`src/verilog/neural_defines.svh`:
```
`ifndef NEURAL_DEFINES_SVH
`define NEURAL_DEFINES_SVH

// ------------------------------
// Sample geometry
// ------------------------------

`define NUM_INPUTS 15 // Activations per sample

`define ACT_WIDTH 8 // Bits per activation, weight and score

`define FRAC_BITS 6 // Fraction bits of activations and weights

// ------------------------------
// Datapath sizing
// ------------------------------

// Sixteen-bit products plus headroom for 15 products and the bias
`define ACC_WIDTH 23

`define SCORE_MAX 127 // Ceiling of an 8-bit class score

`endif
```
`src/verilog/neuralPkg.sv`:
```
`default_nettype none

`include "neural_defines.svh"

package neuralPkg;

	// ------------------------------
	// Element types
	// ------------------------------

	typedef logic signed [`ACT_WIDTH-1:0] activation_t;

	typedef logic signed [2*`ACT_WIDTH-1:0] bias_t; // Same format as a product

	// Index 0 is the leftmost entry of a table literal
	typedef logic [0:`NUM_INPUTS-1][`ACT_WIDTH-1:0] weightTable_t;

	// ------------------------------
	// Datapath structs
	// ------------------------------

	typedef struct packed
	{
		logic valid; // One-cycle strobe
		logic [`NUM_INPUTS-1:0][`ACT_WIDTH-1:0] act; // Signed Q1.6 activations
	} actVector_t;

	typedef struct packed
	{
		logic valid;
		logic [`ACT_WIDTH-1:0] score; // Unsigned after ReLU
	} neuronOut_t;

	typedef struct packed
	{
		logic valid;
		logic classId; // Set when class 1 wins
		logic [`ACT_WIDTH-1:0] score; // Score of the winning class
		logic [`ACT_WIDTH-1:0] margin; // Absolute score difference
	} decision_t;

	// ------------------------------
	// Fixed weight tables
	// ------------------------------

	localparam weightTable_t CLASS0_WEIGHTS = '{
		8'sd62,
		8'sd24,
		-8'sd12,
		8'sd28,
		8'sd26,
		8'sd54,
		-8'sd32,
		8'sd14,
		8'sd14,
		8'sd16,
		-8'sd36,
		-8'sd42,
		-8'sd54,
		8'sd22,
		8'sd38
	};

	localparam bias_t CLASS0_BIAS = -16'sd512;

	localparam weightTable_t CLASS1_WEIGHTS = '{
		-8'sd20,
		8'sd40,
		8'sd18,
		-8'sd8,
		8'sd30,
		-8'sd44,
		8'sd12,
		8'sd50,
		-8'sd26,
		8'sd10,
		8'sd34,
		8'sd6,
		-8'sd16,
		8'sd46,
		-8'sd30
	};

	localparam bias_t CLASS1_BIAS = -16'sd320;

endpackage

`default_nettype wire

```
`src/verilog/classifierTop.sv`:
```
`timescale 1ns/100ps
`default_nettype none

module classifierTop
	import neuralPkg::*;
(
	input logic clk,
	input logic reset,
	input actVector_t sample,
	output decision_t decision
);

	neuronOut_t scoreA; // Class 0 score
	neuronOut_t scoreB; // Class 1 score

	// ------------------------------
	// Class neurons
	// ------------------------------

	// Both neurons see the same sample on the same edge
	denseNeuron #(
		.WEIGHTS (CLASS0_WEIGHTS),
		.BIAS (CLASS0_BIAS)
	) u_class0Neuron (
		.clk (clk),
		.reset (reset),
		.sample (sample),
		.result (scoreA)
	);

	denseNeuron #(
		.WEIGHTS (CLASS1_WEIGHTS),
		.BIAS (CLASS1_BIAS)
	) u_class1Neuron (
		.clk (clk),
		.reset (reset),
		.sample (sample),
		.result (scoreB)
	);

	// ------------------------------
	// Decision stage
	// ------------------------------

	scorePicker u_scorePicker (
		.clk (clk),
		.reset (reset),
		.scoreA (scoreA),
		.scoreB (scoreB),
		.decision (decision)
	);

endmodule

`default_nettype wire

```
`src/verilog/scorePicker.sv`:
```
`timescale 1ns/100ps
`default_nettype none

`include "neural_defines.svh"

module scorePicker
	import neuralPkg::*;
(
	input logic clk,
	input logic reset,
	input neuronOut_t scoreA,
	input neuronOut_t scoreB,
	output decision_t decision
);

	logic bWins;
	logic [`ACT_WIDTH-1:0] winScore;
	logic [`ACT_WIDTH-1:0] loseScore;
	logic [`ACT_WIDTH-1:0] margin;
	decision_t decisionNext;

	// ------------------------------
	// Comparison
	// ------------------------------

	// Strictly greater, so a tie stays with class 0
	assign bWins = scoreB.score > scoreA.score;

	always_comb
	begin
		if (bWins)
		begin
			winScore = scoreB.score;
			loseScore = scoreA.score;
		end
		else
		begin
			winScore = scoreA.score;
			loseScore = scoreB.score;
		end
	end

	assign margin = winScore - loseScore; // Never negative after the swap

	// ------------------------------
	// Decision register
	// ------------------------------

	always_comb
	begin
		decisionNext.valid = scoreA.valid; // The neurons run in lockstep
		decisionNext.classId = bWins;
		decisionNext.score = winScore;
		decisionNext.margin = margin;
	end

	always_ff @(posedge clk)
	begin
		if (reset)
			decision <= '0;
		else
			decision <= decisionNext;
	end

endmodule

`default_nettype wire

```
`src/verilog/denseNeuron.sv`:
```
`timescale 1ns/100ps
`default_nettype none

`include "neural_defines.svh"

module denseNeuron
	import neuralPkg::*;
#(
	parameter weightTable_t WEIGHTS = '0,
	parameter bias_t BIAS = '0
)
(
	input logic clk,
	input logic reset,
	input actVector_t sample,
	output neuronOut_t result
);

	// Bit positions inside the accumulator
	localparam int SIGN_BIT = `ACC_WIDTH - 1;
	localparam int INT_LSB = `FRAC_BITS;
	localparam int INT_MSB = `FRAC_BITS + `ACT_WIDTH - 2; // Seven integer bits below the ceiling
	localparam int OVF_LSB = INT_MSB + 1;
	localparam logic [`ACT_WIDTH-1:0] SCORE_CEIL = `SCORE_MAX;

	actVector_t sampleReg;

	logic signed [2*`ACT_WIDTH-1:0] product [`NUM_INPUTS];
	logic signed [`ACC_WIDTH-1:0] sumNext;
	logic signed [`ACC_WIDTH-1:0] accReg;
	logic accValid;

	logic [`ACT_WIDTH-2:0] intPart;
	logic roundBit;
	logic overflow;
	logic [`ACT_WIDTH-1:0] rounded;
	logic [`ACT_WIDTH-1:0] scoreNext;

	// ------------------------------
	// Stage 1: input register
	// ------------------------------

	always_ff @(posedge clk)
	begin
		if (reset)
			sampleReg <= '0;
		else
			sampleReg <= sample; // Valid travels with its vector
	end

	// ------------------------------
	// Stage 2: multiply-accumulate
	// ------------------------------

	always_comb
	begin
		for (int i = 0; i < `NUM_INPUTS; i++)
			product[i] = $signed(sampleReg.act[i]) * $signed(WEIGHTS[i]); // Q2.12 product
	end

	always_comb
	begin
		sumNext = BIAS; // Bias is already in product format
		for (int i = 0; i < `NUM_INPUTS; i++)
			sumNext = sumNext + product[i];
	end

	always_ff @(posedge clk)
	begin
		if (reset)
		begin
			accReg <= '0;
			accValid <= 1'b0;
		end
		else
		begin
			accReg <= sumNext;
			accValid <= sampleReg.valid;
		end
	end

	// ------------------------------
	// Stage 3: ReLU, saturate, round
	// ------------------------------

	assign intPart = accReg[INT_MSB:INT_LSB];
	assign roundBit = accReg[INT_LSB-1]; // Half an output step
	assign overflow = |accReg[SIGN_BIT-1:OVF_LSB];
	assign rounded = {1'b0, intPart} + `ACT_WIDTH'(roundBit);

	always_comb
	begin
		if (accReg[SIGN_BIT])
			scoreNext = '0; // ReLU clamps negative sums
		else if (overflow)
			scoreNext = SCORE_CEIL;
		else if (rounded > SCORE_CEIL)
			scoreNext = SCORE_CEIL; // Rounding up from 127 would pass the ceiling
		else
			scoreNext = rounded;
	end

	always_ff @(posedge clk)
	begin
		if (reset)
			result <= '0;
		else
		begin
			result.valid <= accValid;
			result.score <= scoreNext;
		end
	end

endmodule

`default_nettype wire

```
`config.mk`:
```
export PLATFORM = sky130hd
export DESIGN_NAME = classifierTop
export DESIGN_NICKNAME = d
export VERILOG_FILES = /design/src/verilog/neuralPkg.sv /design/src/verilog/classifierTop.sv /design/src/verilog/scorePicker.sv /design/src/verilog/denseNeuron.sv
export VERILOG_INCLUDE_DIRS = /design/src /design/src/verilog
export SDC_FILE = /design/constraint.sdc
export NUM_CORES = 2
export LEC_CHECK = 0
export ABC_CLOCK_PERIOD_IN_PS = 10390
export BUFFER_PORTS_ARGS = -buffer_cell sky130_fd_sc_hd__buf_4
export CORE_ASPECT_RATIO = 0.7
export CORE_MARGIN = 2
export CORE_UTILIZATION = 40
export DETAILED_ROUTE_END_ITERATION = 6
export PLACE_DENSITY = 0.66
export SLEW_MARGIN = 30
export SYNTH_ARGS = -nofsm -noshare
export SYNTH_HDL_FRONTEND = slang
export SYNTH_SLANG_ARGS = --single-unit
```
`constraint.sdc`:
```
create_clock -name clk -period 10.39 [get_ports clk]
set_input_delay 1.5585 -clock clk [delete_from_list [all_inputs] [get_ports clk]]
set_output_delay 1.5585 -clock clk [all_outputs]
set_load 0.02 [all_outputs]
```
### After elaboration in Yosys (flattened, before gate mapping)

Cells that the tools add are included.

| word-level totals | value |
|---|---|
| register bits after elaboration | 203 |
| latch bits | 0 |
| memory bits (writable) | 0 |
| memory bits (read-only) | 0 |
| input bits | 123 |
| output and inout bits | 18 |
| memories | 0 |

| operators by class | value |
|---|---|
| add/subtract/negate cells | 36 |
| multipliers | 26 |
| divide/modulo/power cells | 0 |
| order comparisons | 3 |
| equality and inequality tests | 0 |
| shift operators | 0 |
| multiplexer cells | 6 |
| bitwise operators | 0 |
| reductions and logical operators | 6 |

Operators by type and width:

| kind | count |
|---|---|
| adder 23 x 15 -> 23 bit | 9 |
| adder 23 x 14 -> 23 bit | 6 |
| multiplier 8 x 6 -> 14 bit, second input constant | 8 |
| multiplier 8 x 5 -> 13 bit, second input constant | 8 |
| adder 23 x 13 -> 23 bit | 4 |
| multiplier 8 x 4 -> 12 bit, second input constant | 6 |
| adder 23 x 16 -> 23 bit | 3 |
| adder 23 x 12 -> 23 bit | 2 |
| multiplier 8 x 3 -> 11 bit, second input constant | 4 |
| adder 16 x 14 -> 17 bit | 2 |
| two-way mux 7 bit | 4 |
| OR reduction 12 bit | 2 |
| adder 17 x 13 -> 18 bit | 1 |
| OR reduction 9 bit | 2 |
| adder 10 x 15 -> 16 bit, first input constant | 1 |
| adder 15 x 15 -> 16 bit | 1 |
| adder 7 x 1 -> 8 bit | 2 |
| > comparator 8 x 7 -> 1 bit, second input constant | 2 |
| two-way mux 8 bit | 2 |
| adder 10 x 14 -> 15 bit, first input constant | 1 |
| negation 8 -> 13 bit | 1 |
| negation 8 -> 12 bit | 1 |
| negation 8 -> 11 bit | 1 |
| > comparator 8 bit | 1 |
| 2 further kinds | 3 |

### Logic depth before layout (Yosys ltp)

| depth | value |
|---|---|
| depth in word-level cells | 16 |
| depth in mapped cells | 38 |
| depth with buffers taken out | 38 |

### Modules after synthesis

A second synthesis with hierarchy kept.

| second synthesis, totals | value |
|---|---|
| cells, all modules | 3897 |
| area total of the unflattened synthesis | 37696.2 µm² |

Modules (own cells, without submodules):

| module | times used | cells each | area an instance (µm²) | seq. area each (µm²) |
|---|---|---|---|---|
| denseNeuron (u_class0Neuron) | 1 | 1965 | 19198.4 | 2982.9 |
| denseNeuron (u_class1Neuron) | 1 | 1785 | 17352.9 | 2982.9 |
| scorePicker | 1 | 147 | 1144.8 | 360.3 |

### Least setup slack after synthesis

OpenSTA, ideal clock, no wires.

| timing | value |
|---|---|
| path type | flip-flop to flip-flop |
| start point | register u_class1Neuron.sampleReg[5] (netlist name) |
| end point | register u_class0Neuron.accReg[20] |
| setup time | 123 ps |
| arrival time | 9167 ps |
| data required time | 10267 ps |
| setup slack | 1100 ps |
| stages on the path, launching flop included | 35 |
| path buffers | 0 |
| clock period less this slack | 9290 ps |
| cells stage by stage | dfxtp_1 -> fa_1 -> fa_1 -> inv_1 -> fa_1 -> inv_1 -> ha_1 -> inv_1 -> o21bai_1 -> a21oi_1 -> o21ai_0 -> a21o_1 -> a21oi_1 -> xnor2_1 -> fa_1 -> inv_1 -> ha_1 -> or3_1 -> o21ai_0 -> a21oi_1 -> xor2_1 -> fa_1 -> inv_1 -> fa_1 -> fa_1 -> fa_1 -> fa_1 -> inv_1 -> ha_1 -> a21o_1 -> a21oi_1 -> o32ai_1 -> or4_1 -> a31oi_1 -> mux2_1 |

RTL lines:

| item | RTL line | RTL |
|---|---|---|
| end signal, assigned | denseNeuron.sv:77 | `accReg <= sumNext;` |
| end, declared | denseNeuron.sv:30 | `` logic signed [`ACC_WIDTH-1:0] accReg; `` |

==> run_results.csv <==
group,metric,value,unit
clock_tree,post_cts_buffers,0,
grt,globalRouteOverflowTotal,0,
yosys,syn_avg_cell_area,9.48,µm²
routing,drc_errors,0,
grt,grt_pass1_wl,137000,µm
routing,viasPerCell,4.75,
routing,ant_nets,0,
grt,grt_pass1_vias,23944,
routing,wire_per_inst,17.7,µm
worst_setup_path,crit_family,"adder cells",
clock_tree,cts.htree.levels,4,
worst_setup_path,reg2regPathDepth,35,
floorplan,die-height,249,µm
clock_tree,cts_tree,"done",
yosys,ys_ff_latch,193,
min_path,worstHoldPathType,"reg -> reg",
clock_tree,clk_latency,0.55,ns
sta,fmax,101,MHz
floorplan,initial_core_util,0.406,
placed_design,dp_hpwl,77300,µm
finish,final_area,37300,µm²
yosys,synth-seq-area-share,0.112,
yosys,synth_cell_type_count,69,
floorplan,rows,89,
clock_tree,cts.sinks,193,
worst_setup_path,end_kind,"flip-flop",
worst_setup_path,r2r-start,"u_class1Neuron.sampleReg[1]",
worst_setup_path,slowest_delay,0.55,ns
sta,setup_tns,0,ns
placed_design,dpl-instance-area,36700,µm²
finish,final_nets,5030,
sta,drv_slew,0,
worst_setup_path,cp.depth,35,
worst_setup_path,arrival,10.33,ns
outcome,status,"finished, final reports clean",
grt,grt_max_degree,109,
sta,setup_viol,0,
worst_setup_path,required,10.81,ns
worst_setup_path,crit_type,"reg -> reg",
floorplan,dieArea,88300,µm²
min_path,min_from,"u_class1Neuron.accValid",
worst_setup_path,path_common_cell,"fa_1",
sta,skew,0.0148,ns
sta,tightest_slew,1.04,ns
routing,vias,23346,
finish,diodes,0,
worst_setup_path,cp-start-kind,"flip-flop",
finish,mostFrequentLayoutCells,"inv_1 (965), ha_1 (627), fa_1 (520)",
sta,finalHoldViolCount,0,
floorplan,core,84600,µm²
clock_tree,clk_pin_slew,0.08,ns
yosys,syn-cell-area,34400,µm²
routing,drt_first_pass_iters,5,
placed_design,place_congestion,0.976,
finish,area_growth,8.72,%
yosys,yosys_most_used_dff,"dfxtp_1",
yosys,ys_warn_count,0,
worst_setup_path,cp_num_buf_inv,5,
sta,fin_hold_ws,0.434,ns
sta,relSlewSlack,0.300,
yosys,synthArstFlopShare,0,
clock_tree,cts.root.buffer_cell,"clkbuf_16",
worst_setup_path,cp_max_fo,4,
run,maxCapViolCount,0,
routing,drt_iter0_markers,1462,
min_path,hold_path_depth,1,
clock_tree,cts_buffers,17,
grt,antenna_found_initial,0,
sta,fin_crit,9.90,ns
sta,period_share,0.953,
routing,routed_wl,87100,µm
floorplan,die_x,354,µm
yosys,synth_edf_count,0,
floorplan,pin_count,141,
yosys,synthCells,3625,
finish,fin_util,0.441,
clock_tree,cts_buffer_depth,2,
worst_setup_path,cp_slowest_cell,"fa_1",
placed_design,port_buffers,140,
clock_tree,ctsHoldBuffers,0,
grt,grt.total_usage,0.204,
finish,drive_above_1_share,0.0562,
worst_setup_path,setup.worst_path.start,"u_class1Neuron.sampleReg[1]",
finish,layout_commonest_cell,"inv_1",
[worst reg2reg max path: cells and delay by family, from the launching register on]
family          cells  cell delay [ns]
buf+inv             5             0.32
mux                 1             0.33
simple gates        2             0.76
xor+xnor            2             0.29
flops               1             0.41
compound gates     13             2.36
fa+ha+maj          12             5.32
[flip-flops by register name (all words and copies together), names as in the netlist]
| register | count |
|---|---|
| u_class0Neuron.accReg | 18 |
| u_class0Neuron.result | 9 |
| u_class1Neuron.accReg | 18 |
| u_class1Neuron.accValid | 1 |
| u_class1Neuron.result | 8 |
| u_class1Neuron.sampleReg | 121 |
| u_scorePicker.decision | 18 |
[layout make-up]
cell class	instances	area, µm²
Clock inverter	15	169
Fill cell	8204	47300
Tap cell	1137	1420
Timing Repair Buffer	143	1080
Multi-Input combinational cell	2438	26800
Inverter	967	3630
Clock buffer	17	425
Sequential cell	193	3870
[per-stage QoR]
step                std cells  worst slack, ns
floorplan                3626             1.10
global placement         4878            0.522
detailed placement       4878            0.470
CTS                      4910            0.394
global route             4910          -0.0121
finish                   4910            0.488
[cells in the mapped netlist (all sizes together), types with 13 or more instances]
cell,instances,area share
nor2b,162,0.030
dfxtp,193,0.11
a31oi,13,0.0024
o21bai,59,0.013
fa,520,0.30
a21o,77,0.017
nor3,25,0.0036
inv,965,0.11
clkbuf,25,0.0030
xnor2,239,0.061
nand2,99,0.011
o21ai,71,0.010
nand2b,24,0.0046
ha,627,0.23
a21oi,167,0.024
nand3,35,0.0051
nor2,85,0.0093
and3,14,0.0026
xor2,77,0.020
a21boi,15,0.0033
[cells by family (layout without fill, tap and decap cells)]
logic type                 count (synthesis)  in the layout  synth area share
DFF                                      193            193             0.112
and+or+nand+nor                          499            499            0.0769
adders and majority gates               1147           1147             0.531
xor gates and xnor gates                 316            316            0.0806
buffers and inverters                    995           1142             0.110
other                                      1              2          0.000109
AOI/OAI and AO/OA                        456            456            0.0834
muxes                                     18             18           0.00557
[what timing repair did]
action                                  in CTS  in global routing
resized for setup                            0                  9
endpoints found under the setup margin       0                  3
endpoints found under the hold margin        0                  0
[metal layers]
layer	routed length (µm)	GRT usage
met1	44500	0.308
met2	34900	0.289
met3	6630	0.0549
met4	1010	0.0397
met5	0	0
[path summary, 6_finish.rpt]
kind,endpoint,slack [ns]
max,u_class0Neuron.accReg[20],0.49
min,u_class0Neuron.result[8],0.43
max reg2reg,u_class0Neuron.accReg[20],0.49
min reg2reg,u_class0Neuron.result[8],0.43
Power is not shown: default switching activity piles up to over one toggle a cycle in this logic, so the estimate is an artifact.
